<file path="src/hw/mac_glue_pkg.sv">
// shared constants and types for the system glue around the 68000
// reset hold is shortened for simulation, hardware needs 65535 cen pulses
// floppy sizes are counted in 16-bit words, not bytes
`default_nettype none

package mac_glue_pkg;

	// ==================================================
	// clock-enable sequencer
	// ==================================================

	// eight-phase stage counter
	localparam int STAGE_W = 3;

	// stage numbers at which the enables fire
	localparam logic [STAGE_W-1:0] PHASE_CPU   = 3'd0;
	localparam logic [STAGE_W-1:0] PHASE_CHIP  = 3'd4;
	localparam logic [STAGE_W-1:0] PHASE_LATCH = 3'd7;

	// cen pulses to hold the chipset after the last reset source clears
	localparam int RESET_HOLD_CEN = 64;
	localparam int HOLD_W = $clog2(RESET_HOLD_CEN + 1);

	// ==================================================
	// address map
	// ==================================================

	// chipset byte address, sdram word address, download word address
	localparam int MEM_AW   = 22;
	localparam int SDRAM_AW = 25;
	localparam int DL_AW    = 24;

	// download regions are 21-bit word offsets inside the download bank
	localparam int REGION_AW = 21;
	localparam logic [3:0] DL_BANK   = 4'b0001;
	localparam logic [2:0] CHIP_BANK = 3'b000;

	// floppy images sit right after the os rom
	localparam logic [REGION_AW-1:0] FLOPPY_INT_BASE = 21'h08_0000;
	localparam logic [REGION_AW-1:0] FLOPPY_EXT_BASE = 21'h10_0000;

	// end word address of a complete 800K or 400K image
	localparam logic [DL_AW-1:0] FLOPPY_DS_WORDS = 24'd409600;
	localparam logic [DL_AW-1:0] FLOPPY_SS_WORDS = 24'd204800;

	// lowest address bit of the screen buffer decode
	localparam int SCREEN_LSB = 15;

	// ==================================================
	// types
	// ==================================================

	typedef logic [15:0] word_t;

	// what the host is downloading, value 3 is unused
	typedef enum logic [1:0] {
		DL_ROM        = 2'd0,
		DL_FLOPPY_INT = 2'd1,
		DL_FLOPPY_EXT = 2'd2
	} dl_index_t;

	// configured ram size, in the encoding the address controller expects
	typedef enum logic [1:0] {
		RAM_128K = 2'd0,
		RAM_512K = 2'd1,
		RAM_1M   = 2'd2,
		RAM_4M   = 2'd3
	} ram_size_t;

endpackage

`default_nettype wire

</file>
<file path="src/hw/sys_timing.sv">
// clock enables and reset sequencing, the phase counter runs on the rising edge
// mem_cfg is sampled only while the reset hold runs, so a change needs a reset
`timescale 1ns/10ps
`default_nettype none

module sys_timing (
	input  wire                     clk_sys,
	input  wire                     n_reset,
	input  wire                     reset_req,
	input  wire                     cpu_reset_out_n,
	input  wire  [1:0]              mem_cfg,
	output logic                    cep,
	output logic                    cen,
	output logic                    cel,
	output logic                    cepix,
	output logic                    chipset_run,
	output mac_glue_pkg::ram_size_t ram_size
);
	import mac_glue_pkg::*;

	logic [STAGE_W-1:0] stage;
	logic [HOLD_W-1:0]  hold_cnt;
	logic               reset_src;

	// ==================================================
	// phase counter
	// ==================================================

	// stage 0 in the first cycle out of reset, then free running
	always_ff @(posedge clk_sys) begin
		if (!n_reset) begin
			stage <= '0;
		end else begin
			stage <= stage + 1'b1;
		end
	end

	// enables decode straight from the stage
	assign cep   = (stage == PHASE_CPU);
	assign cen   = (stage == PHASE_CHIP);
	assign cel   = (stage == PHASE_LATCH);
	// pixel enable every fourth cycle
	assign cepix = (stage[1:0] == 2'b00);

	// ==================================================
	// reset hold
	// ==================================================

	// any of these restarts the hold
	assign reset_src = reset_req || !cpu_reset_out_n;

	always_ff @(posedge clk_sys) begin
		if (!n_reset) begin
			hold_cnt    <= HOLD_W'(RESET_HOLD_CEN);
			chipset_run <= 1'b0;
			ram_size    <= RAM_4M;
		end else if (reset_src) begin
			hold_cnt    <= HOLD_W'(RESET_HOLD_CEN);
			chipset_run <= 1'b0;
		end else if (hold_cnt != '0) begin
			if (cen) begin
				hold_cnt <= hold_cnt - 1'b1;
				// latch memory size, the +1 wraps 3 onto 128K
				ram_size <= ram_size_t'(mem_cfg + 2'd1);
			end
		end else if (cen) begin
			// release on the cen after the last count
			chipset_run <= 1'b1;
		end
	end

endmodule

`default_nettype wire

</file>
<file path="src/hw/rom_loader.sv">
// pairs host bytes into words, even address is the high byte
// the host must not strobe while ioctl_wait is high
// one word is in flight at a time, it is written in the next download slot
`timescale 1ns/10ps
`default_nettype none

module rom_loader (
	input  wire                              clk_sys,
	input  wire                              n_reset,
	input  wire                              ioctl_download,
	input  wire                              ioctl_wr,
	input  wire  [mac_glue_pkg::DL_AW:0]     ioctl_addr,
	input  wire  [7:0]                       ioctl_data,
	input  var   mac_glue_pkg::dl_index_t    ioctl_index,
	input  wire                              dio_slot,
	output logic                             ioctl_wait,
	output logic                             dl_cycle,
	output logic                             dl_write,
	output logic [mac_glue_pkg::REGION_AW-1:0] dl_addr,
	output mac_glue_pkg::word_t              dl_data
);
	import mac_glue_pkg::*;

	logic [7:0]           hi_byte;
	logic [DL_AW-1:0]     word_addr;
	logic [REGION_AW-1:0] region_addr;
	logic                 odd_wr;
	logic                 slot_d;
	logic                 slot_fall;

	// ==================================================
	// byte pairing and region map
	// ==================================================

	assign odd_wr    = ioctl_wr && ioctl_addr[0];
	// byte address to word address
	assign word_addr = ioctl_addr[DL_AW:1];

	// rom unchanged, floppies offset, wraps at 21 bits
	always_comb begin
		case (ioctl_index)
			DL_ROM:        region_addr = word_addr[REGION_AW-1:0];
			DL_FLOPPY_INT: region_addr = word_addr[REGION_AW-1:0] + FLOPPY_INT_BASE;
			default:       region_addr = word_addr[REGION_AW-1:0] + FLOPPY_EXT_BASE;
		endcase
	end

	// payload, held until the write has gone out
	always_ff @(posedge clk_sys) begin
		if (ioctl_wr && !ioctl_addr[0]) begin
			hi_byte <= ioctl_data;
		end
		if (odd_wr) begin
			dl_data <= {hi_byte, ioctl_data};
			dl_addr <= region_addr;
		end
	end

	// ==================================================
	// wait and write handshake
	// ==================================================

	// a falling slot with a pending write means the sdram took it
	assign slot_fall = slot_d && !dio_slot;

	always_ff @(posedge clk_sys) begin
		if (!n_reset) begin
			slot_d     <= 1'b0;
			ioctl_wait <= 1'b0;
			dl_write   <= 1'b0;
		end else begin
			slot_d <= dio_slot;
			// word complete, stall the host
			if (odd_wr) begin
				ioctl_wait <= 1'b1;
			end
			// write request only changes outside a slot
			if (!dio_slot) begin
				dl_write <= ioctl_wait;
			end
			// done, drop write too so the next slot stays idle
			if (slot_fall && dl_write) begin
				ioctl_wait <= 1'b0;
				dl_write   <= 1'b0;
			end
		end
	end

	// memory side takes the download slot only while downloading
	assign dl_cycle = ioctl_download && dio_slot;

endmodule

`default_nettype wire

</file>
<file path="src/hw/floppy_detect.sv">
// image size is taken from the last download address when ioctl_download falls
// only 800K and 400K images count as inserted, anything else clears the drive
// bit 0 is the internal drive, bit 1 the external one
`timescale 1ns/10ps
`default_nettype none

module floppy_detect (
	input  wire                           clk_sys,
	input  wire                           n_reset,
	input  wire                           ioctl_download,
	input  var   mac_glue_pkg::dl_index_t ioctl_index,
	input  wire  [mac_glue_pkg::DL_AW:0]  ioctl_addr,
	input  wire  [1:0]                    disk_eject,
	output logic [1:0]                    disk_inserted,
	output logic [1:0]                    disk_double
);
	import mac_glue_pkg::*;

	logic             dl_prev;
	logic             dl_done;
	logic [DL_AW-1:0] end_words;
	logic             size_ds;
	logic             size_ss;
	logic [1:0]       drive_sel;

	// end of download, one cycle after the host lets go
	assign dl_done = dl_prev && !ioctl_download;

	// address counts bytes, sizes count words
	assign end_words = ioctl_addr[DL_AW:1];
	assign size_ds   = (end_words == FLOPPY_DS_WORDS);
	assign size_ss   = (end_words == FLOPPY_SS_WORDS);

	// which drive the finished download belongs to
	assign drive_sel[0] = (ioctl_index == DL_FLOPPY_INT);
	assign drive_sel[1] = (ioctl_index == DL_FLOPPY_EXT);

	// ==================================================
	// per-drive image state
	// ==================================================

	always_ff @(posedge clk_sys) begin
		if (!n_reset) begin
			dl_prev       <= 1'b0;
			disk_inserted <= '0;
			disk_double   <= '0;
		end else begin
			dl_prev <= ioctl_download;
			for (int i = 0; i < 2; i++) begin
				if (dl_done && drive_sel[i]) begin
					disk_inserted[i] <= size_ds || size_ss;
					disk_double[i]   <= size_ds;
				end
				// eject from the os wins over a finishing download
				if (disk_eject[i]) begin
					disk_inserted[i] <= 1'b0;
					disk_double[i]   <= 1'b0;
				end
			end
		end
	end

endmodule

`default_nettype wire

</file>
<file path="src/hw/mem_path.sv">
// purely combinational, the download side owns the port whenever dl_cycle is high
// chipset strobes are active low, sdram strobes active high
// disk reads are byte wide and come back replicated on both halves
`timescale 1ns/10ps
`default_nettype none

module mem_path (
	input  wire                                  dl_cycle,
	input  wire                                  dl_write,
	input  wire  [mac_glue_pkg::REGION_AW-1:0]   dl_addr,
	input  wire  mac_glue_pkg::word_t            dl_data,
	input  wire  [mac_glue_pkg::MEM_AW-1:0]      mem_addr,
	input  wire                                  rom_oe_n,
	input  wire                                  ram_oe_n,
	input  wire                                  ram_we_n,
	input  wire                                  mem_uds_n,
	input  wire                                  mem_lds_n,
	input  wire  mac_glue_pkg::word_t            mem_wdata,
	input  wire                                  disk_ack_int,
	input  wire                                  disk_ack_ext,
	input  wire  mac_glue_pkg::word_t            sdram_rdata,
	input  var   mac_glue_pkg::ram_size_t        ram_size,
	output logic [mac_glue_pkg::SDRAM_AW-1:0]    sdram_addr,
	output mac_glue_pkg::word_t                  sdram_wdata,
	output logic [1:0]                           sdram_ds,
	output logic                                 sdram_we,
	output logic                                 sdram_oe,
	output mac_glue_pkg::word_t                  chip_rdata,
	output logic [1:0]                           screen_write
);
	import mac_glue_pkg::*;

	word_t disk_byte;
	logic  screen_hit;
	logic  ram_wr;

	// ==================================================
	// port multiplexer
	// ==================================================

	// download bank 0001, chipset gets rom select above its word address
	assign sdram_addr  = dl_cycle ? {DL_BANK, dl_addr}
	                              : {CHIP_BANK, !rom_oe_n, mem_addr[MEM_AW-1:1]};
	assign sdram_wdata = dl_cycle ? dl_data : mem_wdata;
	// downloads always write whole words
	assign sdram_ds    = dl_cycle ? 2'b11 : {!mem_uds_n, !mem_lds_n};
	assign sdram_we    = dl_cycle ? dl_write : !ram_we_n;
	assign sdram_oe    = dl_cycle ? 1'b0 : (!ram_oe_n || !rom_oe_n);

	// even byte address is the high byte
	assign disk_byte = mem_addr[0] ? {sdram_rdata[7:0], sdram_rdata[7:0]}
	                               : {sdram_rdata[15:8], sdram_rdata[15:8]};

	// chipset sees all ones while the slot is lent out
	always_comb begin
		if (dl_cycle) begin
			chip_rdata = '1;
		end else if (disk_ack_int || disk_ack_ext) begin
			chip_rdata = disk_byte;
		end else begin
			chip_rdata = sdram_rdata;
		end
	end

	// ==================================================
	// screen write snoop
	// ==================================================

	// frame buffer sits at the top 32K of ram
	always_comb begin
		case (ram_size)
			RAM_128K: screen_hit = &mem_addr[16:SCREEN_LSB];
			RAM_512K: screen_hit = &mem_addr[18:SCREEN_LSB];
			RAM_1M:   screen_hit = &mem_addr[19:SCREEN_LSB];
			default:  screen_hit = &mem_addr[21:SCREEN_LSB];
		endcase
	end

	assign ram_wr = !ram_we_n && screen_hit;

	// one flag per byte lane
	assign screen_write = {!mem_uds_n && ram_wr, !mem_lds_n && ram_wr};

endmodule

`default_nettype wire

</file>
<file path="src/hw/mac_glue_top.sv">
// glue around the cpu: clock enables, reset hold, rom and floppy download,
// floppy size detect and the shared sdram port
// cpu, video, sdram controller and host bridge live outside
`timescale 1ns/10ps
`default_nettype none

module mac_glue_top (
	input  wire                                clk_sys,
	input  wire                                n_reset,
	// reset sources and config
	input  wire                                reset_req,
	input  wire                                cpu_reset_out_n,
	input  wire  [1:0]                         mem_cfg,
	// host download
	input  wire                                ioctl_download,
	input  wire                                ioctl_wr,
	input  wire  [mac_glue_pkg::DL_AW:0]       ioctl_addr,
	input  wire  [7:0]                         ioctl_data,
	input  var   mac_glue_pkg::dl_index_t      ioctl_index,
	output logic                               ioctl_wait,
	// chipset side
	input  wire                                dio_slot,
	input  wire  [1:0]                         disk_eject,
	input  wire  [mac_glue_pkg::MEM_AW-1:0]    mem_addr,
	input  wire                                rom_oe_n,
	input  wire                                ram_oe_n,
	input  wire                                ram_we_n,
	input  wire                                mem_uds_n,
	input  wire                                mem_lds_n,
	input  wire  mac_glue_pkg::word_t          mem_wdata,
	input  wire                                disk_ack_int,
	input  wire                                disk_ack_ext,
	input  wire  mac_glue_pkg::word_t          sdram_rdata,
	// timing outputs
	output logic                               cep,
	output logic                               cen,
	output logic                               cel,
	output logic                               cepix,
	output logic                               chipset_run,
	output mac_glue_pkg::ram_size_t            ram_size,
	// floppy state
	output logic [1:0]                         disk_inserted,
	output logic [1:0]                         disk_double,
	// sdram request
	output logic [mac_glue_pkg::SDRAM_AW-1:0]  sdram_addr,
	output mac_glue_pkg::word_t                sdram_wdata,
	output logic [1:0]                         sdram_ds,
	output logic                               sdram_we,
	output logic                               sdram_oe,
	output mac_glue_pkg::word_t                chip_rdata,
	output logic [1:0]                         screen_write
);
	import mac_glue_pkg::*;

	// download word on its way to the sdram
	logic                 dl_cycle;
	logic                 dl_write;
	logic [REGION_AW-1:0] dl_addr;
	word_t                dl_data;

	sys_timing u_sys_timing (
		.clk_sys         (clk_sys),
		.n_reset         (n_reset),
		.reset_req       (reset_req),
		.cpu_reset_out_n (cpu_reset_out_n),
		.mem_cfg         (mem_cfg),
		.cep             (cep),
		.cen             (cen),
		.cel             (cel),
		.cepix           (cepix),
		.chipset_run     (chipset_run),
		.ram_size        (ram_size)
	);

	rom_loader u_rom_loader (
		.clk_sys        (clk_sys),
		.n_reset        (n_reset),
		.ioctl_download (ioctl_download),
		.ioctl_wr       (ioctl_wr),
		.ioctl_addr     (ioctl_addr),
		.ioctl_data     (ioctl_data),
		.ioctl_index    (ioctl_index),
		.dio_slot       (dio_slot),
		.ioctl_wait     (ioctl_wait),
		.dl_cycle       (dl_cycle),
		.dl_write       (dl_write),
		.dl_addr        (dl_addr),
		.dl_data        (dl_data)
	);

	floppy_detect u_floppy_detect (
		.clk_sys        (clk_sys),
		.n_reset        (n_reset),
		.ioctl_download (ioctl_download),
		.ioctl_index    (ioctl_index),
		.ioctl_addr     (ioctl_addr),
		.disk_eject     (disk_eject),
		.disk_inserted  (disk_inserted),
		.disk_double    (disk_double)
	);

	mem_path u_mem_path (
		.dl_cycle     (dl_cycle),
		.dl_write     (dl_write),
		.dl_addr      (dl_addr),
		.dl_data      (dl_data),
		.mem_addr     (mem_addr),
		.rom_oe_n     (rom_oe_n),
		.ram_oe_n     (ram_oe_n),
		.ram_we_n     (ram_we_n),
		.mem_uds_n    (mem_uds_n),
		.mem_lds_n    (mem_lds_n),
		.mem_wdata    (mem_wdata),
		.disk_ack_int (disk_ack_int),
		.disk_ack_ext (disk_ack_ext),
		.sdram_rdata  (sdram_rdata),
		.ram_size     (ram_size),
		.sdram_addr   (sdram_addr),
		.sdram_wdata  (sdram_wdata),
		.sdram_ds     (sdram_ds),
		.sdram_we     (sdram_we),
		.sdram_oe     (sdram_oe),
		.chip_rdata   (chip_rdata),
		.screen_write (screen_write)
	);

endmodule

`default_nettype wire

</file>
<file path="config.mk">
export PLATFORM = sky130hd
export DESIGN_NAME = mac_glue_top
export DESIGN_NICKNAME = d
export VERILOG_FILES = /design/src/hw/mac_glue_pkg.sv /design/src/hw/sys_timing.sv /design/src/hw/rom_loader.sv /design/src/hw/floppy_detect.sv /design/src/hw/mem_path.sv /design/src/hw/mac_glue_top.sv
export SDC_FILE = /design/constraint.sdc
export NUM_CORES = 1
export LEC_CHECK = 0
export ABC_AREA = 1
export BUFFER_PORTS_ARGS = -buffer_cell sky130_fd_sc_hd__buf_2
export CAP_MARGIN = 20
export CORE_UTILIZATION = 49
export DETAILED_ROUTE_END_ITERATION = 8
export GPL_TIMING_DRIVEN = 0
export PLACE_DENSITY = 0.94
export SYNTH_ARGS = -nofsm -noshare
export SYNTH_HDL_FRONTEND = slang
export SYNTH_SLANG_ARGS = --single-unit
</file>
<file path="constraint.sdc">
create_clock -name clk_sys -period 2.2 [get_ports clk_sys]
set_input_delay 0.33 -clock clk_sys [delete_from_list [all_inputs] [get_ports clk_sys]]
set_output_delay 0.33 -clock clk_sys [all_outputs]
set_load 0.01 [all_outputs]
</file>
Word-level counts from Yosys, hierarchy flattened
Index checks and enable logic that the tools add are counted.

Add/sub/neg operators: 5. Equal/unequal tests: 8. Multiplexer cells: 10. Bitwise logic cells: 3. Reduce and logical (&&, ||, !) cells: 40.

Operator list (count): 16-bit 2-to-1 mux (4); 21-bit case mux with 2 select lines (1); 24-bit by 18-bit == test with 1-bit output, second input constant (1); 24-bit by 19-bit == test with 1-bit output, second input constant (1); 22-bit 2-to-1 mux (1); 21-bit by 20-bit adder with 21-bit output, second input constant (1); 21-bit adder, second input constant (1); 1-bit logical AND (11); 1-bit zero test (9); 2-bit OR reduction (4); 7-bit AND reduction (1); 7-bit nonzero test (1); 7-bit by 1-bit subtractor with 7-bit output, second input constant (1); 3-bit == test, second input constant (2); 2-bit zero test (3); 2-bit AND reduction (3); 5-bit AND reduction (1); 2-bit by 1-bit == test with 1-bit output, second input constant (2); 2-bit == test, second input constant (2); 1-bit logical OR (4); 4-bit AND reduction (1); 3-bit by 1-bit adder with 3-bit output, second input constant (1); 3-bit zero test (1); 1-bit inverter (3); 5 further kinds (6).

Flip-flop bits (word level): 66. Output and inout bits: 75. Word-level logic and storage cells: 81.

Depth between registers and ports, before layout
Gate-level depths: netlist of the first run.

Word-level depth: 4. Mapped depth: 8.

Modules after synthesis
From an unflattened synthesis of the first run, not the netlist that was laid out.

Cell total of the unflattened synthesis: 459. Area, all modules: 3560.9 um^2.

Modules (own cells, without submodules): rom_loader (instances 1, cells an instance 77, area an instance 1524.0 um^2, sequential area each 1411.4 um^2); mem_path (instances 1, cells an instance 207, area an instance 907.1 um^2, sequential area each 0.0 um^2); sys_timing (instances 1, cells an instance 100, area an instance 745.7 um^2, sequential area each 260.2 um^2); floppy_detect (instances 1, cells an instance 75, area an instance 384.1 um^2, sequential area each 100.1 um^2).

Least setup slack after synthesis of the first run
No wires, ideal clock.

Kind: input-to-reg. Start: input ioctl_wr. End: register u_rom_loader.dl_addr[0] in the netlist's numbering, enable pin. Setup time: 392 ps. Data arrival time: 1116 ps. Required time: 1808 ps. Setup slack: 693 ps. Cell stages on the path: 2. Path buffers: 0. Cells stage by stage: nand2_1 > inv_1.

Cells in the longest elaborated chain, start to end: 1.

RTL lines: from (decl) (line mac_glue_top.sv:16) `input wire ioctl_wr,`; 1-bit logical AND (line rom_loader.sv:35) `assign odd_wr = ioctl_wr && ioctl_addr[0];`; named net u_rom_loader.odd_wr (line rom_loader.sv:27) `logic odd_wr;`; to (signal assigned) (line rom_loader.sv:55) `dl_addr <= region_addr;`; to (decl) (line rom_loader.sv:19) `output logic [mac_glue_pkg::REGION_AW-1:0] dl_addr,`.

The timed path passes the listed nets, and every way through them passes these cells. A chain may end at the register's enable or synchronous reset.

Worst setup path after layout of the first run
Start: register u_sys_timing.ram_size[0]. End: output screen_write[1].

Cells in the longest elaborated chain, start to end: 4.

RTL lines: from (decl) (line sys_timing.sv:17) `output mac_glue_pkg::ram_size_t ram_size`; from (signal assigned) (line sys_timing.sv:64) `ram_size <= ram_size_t'(mem_cfg + 2'd1);`; 2-bit == test (tied with other cells) (line mem_path.sv:71) `case (ram_size)`; 1-bit case mux with 3 select lines * (line mem_path.sv:71); 1-bit logical AND * (line mem_path.sv:79) `assign ram_wr = !ram_we_n && screen_hit;`; 1-bit logical AND * (line mem_path.sv:82) `assign screen_write = {!mem_uds_n && ram_wr, !mem_lds_n && ram_wr};`; to (decl) (line mac_glue_top.sv:51) `output logic [1:0] screen_write`.

Mark *: on every way between the ends. The rest lies on a longest branch, timed or not.

==> results of run 1 <==
-- cell usage in the layout, fill, tap and decap left out, types with 2 or more instances in the layout --
master,synthesis,layout
clkbuf_1,2,3
clkbuf_8,0,9
edfxtp_1,45,45
nand2_1,185,185
clkinv_2,0,3
inv_2,2,2
buf_2,8,185
clkinv_1,0,2
conb_1,1,3
o21ai_1,2,2
buf_4,3,3
nor2_1,27,27
o21ai_0,24,24
a21oi_1,22,22
inv_1,55,55
nand4_1,2,2
dfxtp_1,21,21
ha_1,5,5
nand3_1,8,8
xor2_1,7,7
nor2_4,3,3
-- cell usage after synthesis --
library cell,count
nand4_1,2
ha_1,5
buf_2,8
nor2_4,3
xor2_1,7
buf_4,3
buf_6,1
clkbuf_2,1
nand2_1,185
a21boi_0,1
inv_1,55
a21oi_1,22
o21ai_1,2
nand3_1,8
inv_2,2
o22ai_1,1
nand3b_1,1
and2_1,1
nor2_1,27
dfxtp_1,21
nand2_2,1
nor3_1,1
o21ai_0,24
clkbuf_1,2
nor2_2,1
o21ai_4,1
edfxtp_1,45
conb_1,1
-- worst paths after layout --
kind,slack (ns),endpoint,startpoint
worst min-delay path,0.19,u_rom_loader.dl_addr[10],ioctl_addr[11]
worst max-delay path,0.43,screen_write[1],u_sys_timing.ram_size[0]
worst min register to register,0.42,u_rom_loader.dl_data[13],u_rom_loader.hi_byte[5]
worst max register to register,0.71,u_sys_timing.ram_size[0],u_sys_timing.hold_cnt[0]
-- state kept, by name, indices dropped and copies added, names as in the netlist, 2 cells and up --
| signal | flops |
|---|---|
| u_sys_timing.stage | 3 |
| u_rom_loader.hi_byte | 8 |
| u_floppy_detect.disk_inserted | 2 |
| u_sys_timing.hold_cnt | 7 |
| u_rom_loader.dl_data | 16 |
| u_sys_timing.ram_size | 2 |
| u_rom_loader.dl_addr | 21 |
| u_floppy_detect.disk_double | 2 |
-- metrics by stage --
step	power, mW	util	std cells
after floorplan	1.69	-	434
after CTS	2.76	0.701	704
final	2.75	0.701	704
after global routing	2.88	0.701	704
after global placement	1.93	0.673	688
after detailed placement	1.96	0.678	689
-- worst max-delay path: stages (launching register included) --
cell	delay, ns
dfxtp_1	0.35
a21boi_0	0.13
o21ai_0	0.17
nand3_1	0.17
nor2_1	0.13
buf_2	0.16
-- logic make-up (layout without fill, tap and decap cells) --
family                   count (synthesis)  in the layout  synth area share
AO/OA/AOI/OAI                           51             51            0.0799
adder cells (fa/ha/maj)                  5              5            0.0185
buffers and inverters                   72            265            0.0888
XOR/XNOR                                 7              7            0.0181
other                                    1              3           0.00111
flip-flops                              66             66             0.524
AND/OR/NAND/NOR                        230            230             0.270
-- per-layer routing --
metal  share of wire  wire length [µm]  GRT usage  vias up
li1                -                 -          -     1731
met1            0.39              3720      0.302     1574
met2            0.52              5020      0.505      179
met3           0.068               659     0.0516       28
met4           0.026               254      0.136        0
met5               0                 0          0        -
-- power groups by stage --
| stage | clock [mW] | sequential [mW] | combinational, mW |
|---|---|---|---|
| 4_1_cts | 0.823 | 1.42 | 0.521 |
| 3_5_place_dp | 0 | 1.44 | 0.519 |
| 6_report | 0.810 | 1.42 | 0.524 |
| 3_3_place_gp | 0 | 1.44 | 0.493 |
| 5_1_grt | 0.878 | 1.42 | 0.581 |
| 2_1_floorplan | 0 | 1.44 | 0.256 |
-- area by class of cell --
cell class | count | area (µm²)
inverter | 57 | 214
clock inverter | 5 | 22.5
buffer | 15 | 86.3
timing repair buffer | 178 | 913
sequential | 66 | 1770
clock buffer | 10 | 128
tap | 77 | 96.3
multi-input combinational | 296 | 1320
fill | 514 | 1940
==> impl_metrics.json, run 1 <==
{
  "status": "finished, final reports clean",
  "postSynthAreaPerCell_um2": 7.83,
  "hold_path_depth": 1,
  "antenna_found_initial": 0,
  "cts_tree": "built",
  "first_pass_iters": 5,
  "yosysTopAreaCell": "edfxtp_1",
  "cts_hold_buf": 0,
  "tightest_slew_ns": 0.828,
  "switching_share": 0.272,
  "setup_ws_ns": 0.435,
  "start_kind": "register",
  "post_cts_resized": 0,
  "r2r_cells": 8,
  "wl_mm": 9.65,
  "cts_buffers": 9,
  "p_leak_nw": 2.46,
  "vdd_drop_max_v": 0.000396,
  "period_share": 0.802,
  "place_ws_ns": 0.466,
  "synth_area_leaders": "edfxtp_1 (40%), nand2_1 (21%), dfxtp_1 (12%)",
  "fin_area_um2": 4550,
  "tns_ns": 0,
  "p_int_mw": 2.00,
  "pwr-share-seq": 0.515,
  "diodes": 0,
  "ios": 182,
  "seq_area_frac_synth": 0.524,
  "fin_nets": 735,
  "path_class": "reg2out",
  "drc_errors": 0,
  "worstSetupEndpointType": "output port",
  "p_comb_frac": 0.191,
  "initial_core_util": 0.521,
  "hold_class": "in2reg",
  "p_switching_uw": 748,
  "slew_violations": 0,
  "placed_cell_area_um2": 4400,
  "clkTransAtPathRegs_ns": 0.07,
  "cts_htree_levels": 3,
  "synthesis.area_um2": 3380,
  "cap_violations": 0,
  "p_clk_frac": 0.295,
  "fmax_mhz": 567,
  "p_per_area_nw_per_um2": 605,
  "crit_arrival_ns": 1.44,
  "wl_per_cell_um": 13.7,
  "drt-initial-drc-count": 210,
  "synth_cells": 432,
  "vias": 3512,
  "grt_max_degree": 27,
  "placement.io_buffers": 177,
  "die_area_um2": 7240,
  "grt_use_total": 0.274,
  "period_minus_slack_ns": 1.77,
  "numClockSinks": 66,
  "clockBufferDepth": 2,
  "hold_violations": 0,
  "hold-worst-slack_ns": 0.186,
  "cts_setup_buffers": 0,
  "die_y_um": 85.1,
  "grt_overflow_total": 0,
  "synth_top_area_frac": 0.399,
  "crit_fanout": 4,
  "worstSkewPairLatency_ns": 0.33,
  "place_hpwl_mm": 7.63,
  "drive_above_1_share": 0.337,
  "rows": 29,
  "cts_root_buf": "clkbuf_8",
  "grt_pass1_wl_mm": 15.3,
  "grt_setup_unrepaired": "no",
  "fp.dieW_um": 85.1,
  "synth-seq-cells": 66,
  "skew_ns": 0.00785,
  "maxSlewHeadroom": 0.446,
  "setup_viol": 0,
  "yosysWarnings": 0,
  "grt_pass1_vias": 3414,
  "coreArea_um2": 6490,
  "synth_cell_types": 28,
  "viasPerCell": 4.99,
  "area_delta_synth_final_pct": 34.5,
  "critPathRequiredTime_ns": 1.87,
  "place_congestion": 0.893,
  "ant_nets": 0
}
(Power assumes the default switching activity.)
==> inputs of run 2 (changes only) <==
Settings changed: CORE_UTILIZATION 49 to 45, PLACE_DENSITY 0.94 to 0.88.
Clock period 2.2 ns to 1.69 ns, I/O delays scaled along.
==> run 2 against run 1 <==
  * Setup slack lost 0.34 ns
  * Flip-flop and latch count is the same
  * First-iteration DRC count shrank 34%
  * Clock power grew 41%
  * Count of clock-buffer cells in the layout shrank 1
  * Global-route usage shrank 3.7 points
  * Cell count grew 3.1%
  * Sequential power grew 30%
  * Critical path depth is the same
==> impl_metrics.json, run 2 (synthesis results as in run 1) <==
{
  "status": "finished, final reports clean",
  "pwr-share-seq": 0.503,
  "grt_pass1_vias": 3190,
  "final_cell_mix": "nand2_1 (185), buf_2 (185), inv_1 (55), edfxtp_1 (45), nor2_1 (27)",
  "slew_violations": 0,
  "critPathRequiredTime_ns": 1.44,
  "ant_nets": 0,
  "place_congestion": 0.821,
  "period_share": 0.947,
  "rr_startpoint": "u_sys_timing.hold_cnt[0]",
  "fin_area_um2": 4600,
  "setup_viol": 0,
  "r2r-end": "u_sys_timing.ram_size[1]",
  "p_per_area_nw_per_um2": 797,
  "start_kind": "register",
  "die_area_um2": 7870,
  "fmax_mhz": 625,
  "diodes": 0,
  "area_delta_synth_final_pct": 35.9,
  "min_from": "ioctl_addr[4]",
  "rows": 31,
  "cap_violations": 0,
  "reg.largest.list": "u_rom_loader.dl_addr: 21 flops, u_rom_loader.dl_data: 16 flops, u_rom_loader.hi_byte: 8 flops",
  "wl_per_cell_um": 13.2,
  "cts_tree": "built",
  "place_hpwl_mm": 7.57,
  "wl_mm": 9.55,
  "placed_cell_area_um2": 4430,
  "vdd_drop_max_v": 0.000635,
  "r2r_cells": 8,
  "grt_overflow_total": 0,
  "fin_nets": 735,
  "cts_htree_levels": 3,
  "rrSetupSlack_ns": 0.26,
  "cts_root_buf": "clkbuf_8",
  "worstSkewPairLatency_ns": 0.33,
  "tns_ns": 0,
  "p_switching_mw": 1.04,
  "multiInputGateArea_um2": 1320,
  "ios": 182,
  "largest_reg_flops": 21,
  "drt-initial-drc-count": 138,
  "p_clk_frac": 0.311,
  "min_to": "u_rom_loader.dl_addr[3]",
  "vias": 3468,
  "grt_max_degree": 23,
  "tightest_slew_ns": 0.747,
  "nFillCells": 631,
  "clkTransAtPathRegs_ns": 0.08,
  "p_int_mw": 2.63,
  "regArea_um2": 1770,
  "maxSlewHeadroom": 0.502,
  "cts_hold_buf": 0,
  "placement.io_buffers": 177,
  "hold_violations": 0,
  "skew_ns": 0.0103,
  "first_pass_iters": 7,
  "numClockSinks": 66,
  "drive_above_1_share": 0.341,
  "initial_core_util": 0.466,
  "p_comb_frac": 0.186,
  "drc_errors": 0,
  "clockBufferDepth": 2,
  "fp.dieW_um": 88.7,
  "regMostFlops": "u_rom_loader.dl_addr",
  "hold_path_depth": 1,
  "viasPerCell": 4.78,
  "switching_share": 0.283,
  "period_minus_slack_ns": 1.60,
  "crit_fanout": 3,
  "path_class": "reg2out",
  "grt_pass1_wl_mm": 13.9,
  "worstSetupEndpointType": "output port",
  "antenna_found_initial": 0,
  "grt_use_total": 0.238,
  "grt_setup_unrepaired": "yes",
  "cts_buffers": 9,
  "crit_arrival_ns": 1.35,
  "p_leak_nw": 2.45,
  "die_y_um": 88.7,
  "hold_class": "in2reg",
  "coreArea_um2": 7250
}
-- run 2: stage by stage --
stage	total power, mW	worst slack [ns]	hold slack [ns]	instances	util
detailed placement	2.56	0.0749	0.405	711	0.610
global route	3.84	-0.0236	0.0838	726	0.634
finish	3.67	0.0901	0.104	726	0.634
CTS	3.68	0.0397	0.0886	726	0.634
floorplan	2.20	0.259	0.347	434	-
global placement	2.52	-0.203	0.401	710	0.607
-- run 2: worst max-delay path: stages, from the launching register on --
cell,delay [ns]
dfxtp_1,0.35
inv_1,0.05
ha_1,0.21
nand2_1,0.14
inv_1,0.11
buf_2,0.15
-- run 2: timing repair --
| item | in CTS | in global routing |
|---|---|---|
| gates resized for setup | 0 | 3 |
| buffers inserted | 0 | 0 |
| setup endpoints to repair | 0 | 2 |
-- run 2: worst max path at each step --
| stage | from | endpoint | slack, ns |
|---|---|---|---|
| after global placement | ioctl_wr | u_rom_loader.dl_addr[0] | -0.20 |
| after global routing | u_sys_timing.ram_size[0] | screen_write[0] | -0.02 |
| after detailed placement | dio_slot | sdram_addr[4] | 0.07 |
| after floorplan | ioctl_wr | u_rom_loader.dl_addr[0] | 0.26 |
| final | u_sys_timing.stage[0] | cen | 0.09 |
| after CTS | u_sys_timing.ram_size[0] | screen_write[1] | 0.04 |
-- run 2: cell type report --
| type | count | share of cell area |
|---|---|---|
| flip-flops and latches | 66 | 0.386 |
| multi-input cells | 296 | 0.287 |
| repair buffers | 178 | 0.199 |
| inverters | 57 | 0.0465 |
| clock buffers | 9 | 0.0269 |
| well taps | 99 | 0.0269 |
| plain buffers | 15 | 0.0188 |
| clock inverters | 6 | 0.00953 |
-- run 2: power groups by stage --
stage / clock network [mW] / registers [mW] / logic [mW]
6_report: 1.14 / 1.84 / 0.680
5_1_grt: 1.23 / 1.85 / 0.759
4_1_cts: 1.16 / 1.84 / 0.680
3_5_place_dp: 0 / 1.88 / 0.677
3_3_place_gp: 0 / 1.88 / 0.645
2_1_floorplan: 0 / 1.87 / 0.333
-- run 2: routing by layer --
layer  GRT usage  wire length (µm)  vias up
li1            -                 -     1727
met1       0.247              3760     1582
met2       0.457              5010      147
met3      0.0662               669       12
met4      0.0777               116        0
met5           0                 0        -
